**src/ub_pkg.sv**
```systemverilog
package ub_pkg;

    // buffer geometry
    localparam int UB_DEPTH  = 50;
    localparam int UB_DATA_W = 16;
    localparam int UB_ADDR_W = 6;

    // one stored word
    typedef logic [UB_DATA_W-1:0] ub_data_t;

    // cell address or pointer, wraps at 64
    typedef logic [UB_ADDR_W-1:0] ub_addr_t;

    // locations still to be read in a burst
    typedef logic [UB_ADDR_W-1:0] ub_count_t;

    // read sequencer states
    typedef enum logic [1:0] {
        READ_IDLE   = 2'b00,
        READ_ACTIVE = 2'b10
    } read_state_t;

    // what the lane registers load on the next edge
    typedef enum logic [1:0] {
        // drop both valids, keep data
        PHASE_NONE  = 2'b00,
        // single word on lane 1
        PHASE_FIRST = 2'b01,
        // two adjacent words
        PHASE_PAIR  = 2'b10,
        // single word on lane 2
        PHASE_LAST  = 2'b11
    } read_phase_t;

endpackage

```
**src/ub_storage.sv**
```systemverilog
`timescale 1ns/100ps

module ub_storage (
    input  logic             clk,
    input  logic             rst,

    // write side, two adjacent cells starting at wr_addr
    input  ub_pkg::ub_addr_t wr_addr,
    input  logic             wr_en_lo,
    input  logic             wr_en_hi,
    input  ub_pkg::ub_data_t wr_data_lo,
    input  ub_pkg::ub_data_t wr_data_hi,

    // read side, two adjacent cells starting at rd_addr
    input  ub_pkg::ub_addr_t rd_addr,
    output ub_pkg::ub_data_t rd_word_lo,
    output ub_pkg::ub_data_t rd_word_hi
);

    ub_pkg::ub_data_t mem [ub_pkg::UB_DEPTH];

    ub_pkg::ub_addr_t wr_addr_hi;
    ub_pkg::ub_addr_t rd_addr_hi;

    // neighbour cells, wrapping at the pointer width
    assign wr_addr_hi = wr_addr + ub_pkg::ub_addr_t'(1);
    assign rd_addr_hi = rd_addr + ub_pkg::ub_addr_t'(1);

    always_ff @(posedge clk or posedge rst) begin
        if (rst) begin
            for (int i = 0; i < ub_pkg::UB_DEPTH; i++) begin
                mem[i] <= '0;
            end
        end else begin
            if (wr_en_lo) begin
                mem[wr_addr] <= wr_data_lo;
            end
            if (wr_en_hi) begin
                mem[wr_addr_hi] <= wr_data_hi;
            end
        end
    end

    // asynchronous read, new data seen from the cycle after the write
    assign rd_word_lo = mem[rd_addr];
    assign rd_word_hi = mem[rd_addr_hi];

endmodule

```
**src/ub_write_steer.sv**
```systemverilog
`timescale 1ns/100ps

module ub_write_steer (
    input  logic             clk,
    input  logic             rst,
    input  logic             write_start,
    input  logic             write_valid_1,
    input  logic             write_valid_2,
    input  ub_pkg::ub_data_t write_data_1,
    input  ub_pkg::ub_data_t write_data_2,

    output ub_pkg::ub_addr_t wr_addr,
    output logic             wr_en_lo,
    output logic             wr_en_hi,
    output ub_pkg::ub_data_t wr_data_lo,
    output ub_pkg::ub_data_t wr_data_hi
);

    ub_pkg::ub_addr_t wr_ptr;
    logic             both_valid;
    logic             any_valid;

    assign both_valid = write_valid_1 && write_valid_2;
    assign any_valid  = write_valid_1 || write_valid_2;

    assign wr_addr  = wr_ptr;
    assign wr_en_lo = write_start && any_valid;
    assign wr_en_hi = write_start && both_valid;

    // a pair puts lane 2 at the pointer and lane 1 above it;
    // a lone word always lands at the pointer
    always_comb begin
        if (both_valid || !write_valid_1) begin
            wr_data_lo = write_data_2;
        end else begin
            wr_data_lo = write_data_1;
        end
    end

    // only ever used as the upper cell of a pair
    assign wr_data_hi = write_data_1;

    always_ff @(posedge clk or posedge rst) begin
        if (rst) begin
            wr_ptr <= '0;
        end else if (wr_en_hi) begin
            wr_ptr <= wr_ptr + ub_pkg::ub_addr_t'(2);
        end else if (wr_en_lo) begin
            wr_ptr <= wr_ptr + ub_pkg::ub_addr_t'(1);
        end
    end

endmodule

```
**src/ub_read_sequencer.sv**
```systemverilog
`timescale 1ns/100ps

module ub_read_sequencer (
    input  logic                clk,
    input  logic                rst,
    input  logic                read_start,
    input  ub_pkg::ub_addr_t    read_addr,
    input  ub_pkg::ub_count_t   read_count,

    output ub_pkg::ub_addr_t    rd_addr,
    output ub_pkg::read_phase_t phase
);

    ub_pkg::read_state_t state;
    ub_pkg::read_state_t state_next;
    ub_pkg::ub_addr_t    rd_ptr;
    ub_pkg::ub_count_t   left;

    logic start_ok;
    logic more_pairs;
    logic last_one;

    // start only taken while idle
    assign start_ok   = (state == ub_pkg::READ_IDLE) && read_start;
    assign more_pairs = (state == ub_pkg::READ_ACTIVE) && (left > ub_pkg::ub_count_t'(1));
    assign last_one   = (state == ub_pkg::READ_ACTIVE) && (left == ub_pkg::ub_count_t'(1));

    always_comb begin
        case (state)
            ub_pkg::READ_IDLE: begin
                state_next = read_start ? ub_pkg::READ_ACTIVE : ub_pkg::READ_IDLE;
            end
            ub_pkg::READ_ACTIVE: begin
                state_next = more_pairs ? ub_pkg::READ_ACTIVE : ub_pkg::READ_IDLE;
            end
            default: begin
                state_next = ub_pkg::READ_IDLE;
            end
        endcase
    end

    // phase for the lane registers on the coming edge
    always_comb begin
        if (start_ok) begin
            phase = ub_pkg::PHASE_FIRST;
        end else if (more_pairs) begin
            phase = ub_pkg::PHASE_PAIR;
        end else if (last_one) begin
            phase = ub_pkg::PHASE_LAST;
        end else begin
            // count of 1 ends here with an empty cycle
            phase = ub_pkg::PHASE_NONE;
        end
    end

    // first word comes straight from the command address
    assign rd_addr = (state == ub_pkg::READ_IDLE) ? read_addr : rd_ptr;

    always_ff @(posedge clk or posedge rst) begin
        if (rst) begin
            state  <= ub_pkg::READ_IDLE;
            rd_ptr <= '0;
            left   <= '0;
        end else begin
            state <= state_next;
            if (start_ok) begin
                rd_ptr <= read_addr + ub_pkg::ub_addr_t'(1);
                left   <= read_count - ub_pkg::ub_count_t'(1);
            end else if (more_pairs) begin
                rd_ptr <= rd_ptr + ub_pkg::ub_addr_t'(2);
                left   <= left - ub_pkg::ub_count_t'(2);
            end else if (last_one) begin
                left   <= '0;
            end
        end
    end

endmodule

```
**src/ub_read_lanes.sv**
```systemverilog
`timescale 1ns/100ps

module ub_read_lanes (
    input  logic                clk,
    input  logic                rst,
    input  logic                transpose,
    input  ub_pkg::read_phase_t phase,
    input  ub_pkg::ub_data_t    rd_word_lo,
    input  ub_pkg::ub_data_t    rd_word_hi,

    output ub_pkg::ub_data_t    data_1,
    output ub_pkg::ub_data_t    data_2,
    output logic                valid_1,
    output logic                valid_2
);

    always_ff @(posedge clk or posedge rst) begin
        if (rst) begin
            data_1  <= '0;
            data_2  <= '0;
            valid_1 <= 1'b0;
            valid_2 <= 1'b0;
        end else begin
            case (phase)
                ub_pkg::PHASE_FIRST: begin
                    // stagger starts on lane 1
                    data_1  <= rd_word_lo;
                    data_2  <= '0;
                    valid_1 <= 1'b1;
                    valid_2 <= 1'b0;
                end
                ub_pkg::PHASE_PAIR: begin
                    // transpose taken fresh on every pair
                    if (transpose) begin
                        data_1 <= rd_word_lo;
                        data_2 <= rd_word_hi;
                    end else begin
                        data_1 <= rd_word_hi;
                        data_2 <= rd_word_lo;
                    end
                    valid_1 <= 1'b1;
                    valid_2 <= 1'b1;
                end
                ub_pkg::PHASE_LAST: begin
                    // and ends on lane 2
                    data_1  <= '0;
                    data_2  <= rd_word_lo;
                    valid_1 <= 1'b0;
                    valid_2 <= 1'b1;
                end
                default: begin
                    valid_1 <= 1'b0;
                    valid_2 <= 1'b0;
                end
            endcase
        end
    end

endmodule

```
**src/unified_buffer.sv**
```systemverilog
`timescale 1ns/100ps

module unified_buffer (
    input  logic              clk,
    input  logic              rst,

    // write side
    input  logic              write_start,
    input  logic              write_valid_1,
    input  logic              write_valid_2,
    input  ub_pkg::ub_data_t  write_data_1,
    input  ub_pkg::ub_data_t  write_data_2,

    // read command
    input  logic              read_start,
    input  ub_pkg::ub_addr_t  read_addr,
    input  ub_pkg::ub_count_t read_count,
    input  logic              transpose,

    // staggered read stream
    output ub_pkg::ub_data_t  data_1,
    output ub_pkg::ub_data_t  data_2,
    output logic              valid_1,
    output logic              valid_2
);

    ub_pkg::ub_addr_t    wr_addr;
    logic                wr_en_lo;
    logic                wr_en_hi;
    ub_pkg::ub_data_t    wr_data_lo;
    ub_pkg::ub_data_t    wr_data_hi;
    ub_pkg::ub_addr_t    rd_addr;
    ub_pkg::ub_data_t    rd_word_lo;
    ub_pkg::ub_data_t    rd_word_hi;
    ub_pkg::read_phase_t phase;

    ub_write_steer u_write_steer (
        .clk           (clk),
        .rst           (rst),
        .write_start   (write_start),
        .write_valid_1 (write_valid_1),
        .write_valid_2 (write_valid_2),
        .write_data_1  (write_data_1),
        .write_data_2  (write_data_2),
        .wr_addr       (wr_addr),
        .wr_en_lo      (wr_en_lo),
        .wr_en_hi      (wr_en_hi),
        .wr_data_lo    (wr_data_lo),
        .wr_data_hi    (wr_data_hi)
    );

    ub_storage u_storage (
        .clk        (clk),
        .rst        (rst),
        .wr_addr    (wr_addr),
        .wr_en_lo   (wr_en_lo),
        .wr_en_hi   (wr_en_hi),
        .wr_data_lo (wr_data_lo),
        .wr_data_hi (wr_data_hi),
        .rd_addr    (rd_addr),
        .rd_word_lo (rd_word_lo),
        .rd_word_hi (rd_word_hi)
    );

    ub_read_sequencer u_read_sequencer (
        .clk        (clk),
        .rst        (rst),
        .read_start (read_start),
        .read_addr  (read_addr),
        .read_count (read_count),
        .rd_addr    (rd_addr),
        .phase      (phase)
    );

    ub_read_lanes u_read_lanes (
        .clk        (clk),
        .rst        (rst),
        .transpose  (transpose),
        .phase      (phase),
        .rd_word_lo (rd_word_lo),
        .rd_word_hi (rd_word_hi),
        .data_1     (data_1),
        .data_2     (data_2),
        .valid_1    (valid_1),
        .valid_2    (valid_2)
    );

endmodule

```
**config.mk**
```make
export PLATFORM = sky130hd
export DESIGN_NAME = unified_buffer
export DESIGN_NICKNAME = d
export VERILOG_FILES = /design/src/ub_pkg.sv /design/src/ub_storage.sv /design/src/ub_write_steer.sv /design/src/ub_read_sequencer.sv /design/src/ub_read_lanes.sv /design/src/unified_buffer.sv
export SDC_FILE = /design/constraint.sdc
export NUM_CORES = 2
export LEC_CHECK = 0
export BUFFER_PORTS_ARGS = -buffer_cell sky130_fd_sc_hd__buf_2
export CORE_MARGIN = 2
export CORE_UTILIZATION = 23
export DETAILED_ROUTE_END_ITERATION = 7
export SETUP_SLACK_MARGIN = 0.3
export SYNTH_ARGS = -nofsm -noshare
export SYNTH_HDL_FRONTEND = slang
export SYNTH_SLANG_ARGS = --single-unit
```
**constraint.sdc**
```tcl
create_clock -name clk -period 66.6 [get_ports clk]
set_input_delay 9.99 -clock clk [delete_from_list [all_inputs] [get_ports clk]]
set_output_delay 9.99 -clock clk [all_outputs]
set_load 0.05 [all_outputs]
```
; Word-level counts from Yosys, hierarchy flattened
; Cells that the tools add are included.
[word_totals]
register_bits = 854
out_inout_bits = 34
in_bits = 51
[classes]
reduce_logical = 18
mux = 35
n_eq_ne = 5
bitwise = 4
add_sub_neg = 7
order_cmp = 7
[ops]
columns = op, n
row1 = $bwmux 800, 2
row2 = $mux 800, 2
row3 = $bmux 16 s6, 2
row4 = $demux 16 s6, 2
row5 = $mux 16, 9
row6 = $pmux 16 s3, 2
row7 = $mux 6, 8
row8 = $ge 7x7->1 const B, 4
row9 = $not 6->7, 4
row10 = $add 6x1->6 const B, 3
row11 = $lt 7x1->1 const B, 2
row12 = $add 6x2->6 const B, 2
row13 = $mux 2, 5
row14 = $logic_and 1x1->1, 8
row15 = $eq 2x2->1 const B, 3
row16 = $eq 6x1->1 const B, 1
row17 = $gt 6x1->1 const B, 1
row18 = $reduce_bool 3->1, 2
row19 = $sub 6x1->6 const B, 1
row20 = $sub 6x2->6 const B, 1
row21 = $pmux 2 s2, 1
row22 = $reduce_bool 2->1, 2
row23 = $reduce_or 2->1, 2
row24 = $eq 2x1->1 const B, 1
row25 = 4 further kinds, 6

; Longest topological paths before layout
[logic_depth]
word_depth = 9
ltp_mapped = 20
depth_no_buf = 10

; By module
; From an unflattened synthesis, not the netlist that was laid out.
[hier_totals]
cells_unflattened = 4189
hier_area_um2 = 57010.9
[by_module_without_submodules]
columns = mod, cells_each, instances, area_per_inst_um2, seq_area_each_um2
row1 = ub_storage, 3880, 1, 53807.9, 20019.2
row2 = ub_read_lanes, 136, 1, 1526.5, 850.8
row3 = ub_read_sequencer, 100, 1, 920.9, 325.3
row4 = ub_write_steer, 73, 1, 755.7, 150.1

; Least setup slack after synthesis
; Ideal clock, no wire load.
[synth_path]
path_kind = input-to-reg
from = input read_addr[0]
to = register u_read_lanes.data_1[10]
arrival_time_ps = 13475
n_path_buf = 10
cell_stages = 18
setup_ps = 135
slack_ps = 52990
cell_sequence = buf_2 mux2i_4 inv_2 buf_4 buf_4 buf_2 buf_4 buf_2 ha_1 clkbuf_1 clkbuf_1 clkbuf_1 clkbuf_1 mux4_2 a22oi_1 a31oi_1 a22oi_1 o211ai_1
[synth_between]
elab_chain_len = 8
[synth_lines]
columns = element, line
row1 = from (decl), unified_buffer.sv:16  ; input ub_pkg::ub_addr_t read_addr,
row2 = $mux 6 (*), ub_read_sequencer.sv:57  ; assign rd_addr = (state == ub_pkg::READ_IDLE) ? read_addr : rd_ptr;
row3 = $add 6x1->6, ub_storage.sv:27  ; assign rd_addr_hi = rd_addr + ub_pkg::ub_addr_t'(1);
row4 = $not 6->7 (implied by the code), ub_storage.sv:46  ; assign rd_word_hi = mem[rd_addr_hi];
row5 = $bmux 16 s6, ub_storage.sv:46
row6 = $mux 16 (implied by the code) (2 in series), ub_storage.sv:46
row7 = $mux 16, ub_read_lanes.sv:34  ; if (transpose) begin
row8 = $pmux 16 s3 (*), ub_read_lanes.sv:24  ; case (phase)
row9 = to (signal assigned), ub_read_lanes.sv:27  ; data_1 <= rd_word_lo;
row10 = to (signal assigned), ub_read_lanes.sv:35  ; data_1 <= rd_word_lo;
row11 = to (signal assigned), ub_read_lanes.sv:38  ; data_1 <= rd_word_hi;
row12 = to (decl), ub_read_lanes.sv:11  ; output ub_pkg::ub_data_t data_1,
; Mark *: on every way between the ends. The rest lies on a longest branch, timed or not. The select of a mux whose other input is x is not followed.
; A chain may end at the register's enable or synchronous reset.

; Final worst setup path
[layout_path]
from = input read_addr[1]
to = register u_read_lanes.data_1[8]
; The elaborated chain is that of the path after synthesis.

==> reports/qor.txt <==
Adder-cell share of the synthesized area - 0.304%
Clk pwr share - 18.4%
Worst vdd ir - 0.0525 mV
Final GP Congestion - 0.958
First-pass GRT wire length - 355,000 um
Final-report hold violation count - 0
PD cells - 52.2 mW/mm^2
P&R area growth vs syn - 12.0%
Post-synth top area cell - dfrtp_1
RSZ-0062 raised after global routing - false
CTS tree - yes
Total setup buffers inserted after CTS - 0
Fraction of layout cells with a size suffix above 1 - 11.0%
Total track usage - 20.1%
Hold Crit Class - reg -> reg
Compound-cell area share of the yosys netlist - 24.5%
Final setup fails - 0
Initial antenna violation count - 23
Fmax - 0.0678 GHz
Core footprint - 0.232 mm^2
DRT Wirelength - 246,000 um
Synth Area per Inst - 7.81 um^2
Failing checks - design-rule violations
NetSw - 1.53 mW
Layout Nets - 6,541
Net Sw Frac - 48.8%
Post-synthesis mux area share - 10.6%
Post-synthesis cell count - 6,853
Grt ovf - 0
Register area share after synthesis - 39.9%
Detailed placement HPWL - 148,000 um
Crit Path Max Fanout - 56
Place WS - 51,330 ps
Vias - 53,700
XOR/XNOR share of the synthesized area - 0.407%
Initial Util - 23.1%
Worst reg2reg setup slack - 60,570 ps
Busiest layer in global routing - met2
GR Util met3 - 6.70%
CP required - 67,240 ps
Routed len/inst - 25.6 um
Post-synth top area share - 39.9%
Synth async-reset ratio - 100%
Vias in the first global route - 49,600
Top cells by area, synth - dfrtp_1 40%, nand2_1 9.8%, o21ai_0 9.5%
Setup TNS - 0 ps
Net Count, Synth - 6,917
Outcome - finished with violations
Combinational power share - 52.1%
Crit share post-route - 22.1%
IO buf count - 84
Synth cell types - 74
CTS clock-pin slew for the worst setup and hold paths - 60 ps
Htree depth - 3
DR vias/cell - 5.59
Cts bufs inserted - 98
Post_cts resized - 0
#FFs+latches synth - 853
DR iter-0 viols - 8,151
Critical path class - in -> reg
Internal power - 1.60 mW
GR Util met1 - 26.0%
Worst EP arrival - 15,390 ps
Slew @ Worst Pin - 1460 ps
Final min period - 14,750 ps
Clock tree buffer depth - 3
Critical path startpoint category - input port
Post-route DRC - 2
Clock Skew - 28.1 ps
Worst skew pair latency - 740 ps
Power consumption - 3.13 mW
Relative slew slack - 2.77%
CTS Hold Bufs - 0
Die Span Y - 486 um
Syn. warnings - 0
Post-synthesis simple-gate area fraction - 18.4%
Clock root cell - clkbuf_16
Leakage - 23.2 nW
Flop pwr share - 29.5%
Final WS setup - 51,850 ps
Die area - 0.237 mm^2
Core Rows - 177
Crit. End Element - flip-flop
DR pass1 iterations - 8
Met2 usage - 28.8%
Max-cap violation count - 0
Final antenna-violating net count - 0
Fin. max-slew vios - 0
Largest family of logic cells by synthesized area - compound AO/OA/AOI/OAI gates
CTS sink cnt - 853
Die width - 486 um
Mapped Area - 0.0535 mm^2
Top FF cell, synth - dfrtp_1
Num ports - 85
Largest net degree at the start of global routing - 174
EDFF count, synth - 0
-- cell type report --
| cell class | instances | area, um^2 |
|---|---|---|
| multi-input cells | 5243 | 29600 |
| inverters | 33 | 139 |
| well taps | 3043 | 3810 |
| flip-flops and latches | 853 | 21300 |
| fillers | 24700 | 172000 |
| diodes | 6 | 15.0 |
| clock inverters | 48 | 553 |
| repair buffers | 248 | 1730 |
| clock buffers | 132 | 2760 |
-- cell usage in the layout, fill, tap and decap left out, drive strengths merged, types with 50 or more instances in the layout --
cell type / count
a21oi: 966
a221oi: 103
nand2: 1396
dfrtp: 853
clkbuf: 132
buf: 248
a22oi: 50
nor2: 920
o21ai: 1020
mux2i: 123
mux4: 193
-- power groups by stage --
stage / sequential, mW / clock [mW] / combinational (mW)
floorplan: 0.861 / 0 / 1.03
finish: 0.923 / 0.575 / 1.63
CTS: 0.907 / 0.578 / 1.57
detailed placement: 0.914 / 0 / 1.56
global placement: 0.906 / 0 / 1.54
global route: 0.938 / 0.600 / 1.70
-- logic make-up after synthesis --
group,after synthesis
adders and majority gates,13
DFF,853
xor gates and xnor gates,24
AOI/OAI and AO/OA,2373
muxes,321
and+or+nand+nor,2512
buffers and inverters,757
-- synth_stat cells (19+ instances only) --
| library cell | count |
|---|---|
| mux4_2 | 193 |
| nand3_1 | 34 |
| inv_1 | 32 |
| buf_4 | 22 |
| nor2b_1 | 22 |
| dfrtp_1 | 853 |
| o21ai_0 | 1018 |
| clkbuf_1 | 577 |
| o221ai_1 | 28 |
| nand2_1 | 1395 |
| nor3_1 | 39 |
| a22o_1 | 49 |
| and3_1 | 19 |
| o22ai_1 | 35 |
| buf_1 | 23 |
| a21oi_1 | 966 |
| buf_2 | 88 |
| nor2_1 | 919 |
| o211ai_1 | 29 |
| a221oi_1 | 103 |
| a22oi_1 | 50 |
| mux2i_1 | 118 |
-- routing by layer --
metal / wire (um) / part of all wire (%)
met5: 69 / 0.028
met1: 92300 / 38
met4: 15900 / 6.5
met2: 102000 / 42
met3: 35100 / 14
-- sequential cells by signal, indices dropped and copies added, names as in the netlist --
signal                   flops
u_read_lanes.data_1         16
u_read_lanes.data_2         16
u_read_lanes.valid_1         1
u_read_lanes.valid_2         1
u_read_sequencer.left        6
u_read_sequencer.rd_ptr      6
u_read_sequencer.state       1
u_storage.mem              800
u_write_steer.wr_addr        6
-- per-stage QoR --
stage	hold slack [ps]	util (%)	cell area, um^2	cells
3_5_place_dp	495	24.4	56600	9420
5_1_grt	533	25.8	59900	9602
6_report	512	25.8	59900	9606
2_1_floorplan	460	-	53500	6853
3_3_place_gp	477	24.4	56600	9420
4_1_cts	508	25.8	59900	9600
-- path summary, 6_finish.rpt --
| path | depth (start not counted) | from | endpoint |
|---|---|---|---|
| max | 15 | read_addr[1] | u_read_lanes.data_1[8] |
| min | 2 | u_read_sequencer.left[0] | u_read_sequencer.left[0] |
| max reg2reg | 14 | u_read_sequencer.state[1] | u_read_lanes.data_1[8] |
| min reg2reg | 2 | u_read_sequencer.left[0] | u_read_sequencer.left[0] |
| max in group asynchronous | 5 | rst | u_storage.mem[576] |
| min in group asynchronous | 2 | rst | u_storage.mem[117] |
-- critical path, cell delays in order --
cell      delay [ps]
buf_2            130
buf_4            280
mux2i_4          190
buf_4            380
inv_1            180
ha_4             640
buf_4            850
buf_4            840
mux4_2           350
mux2i_1           90
nand2_1          140
a21oi_1           80
nor3_1           730
a311oi_1         150
o221ai_1         250
Note: power is estimated with default switching activity, not from simulation.
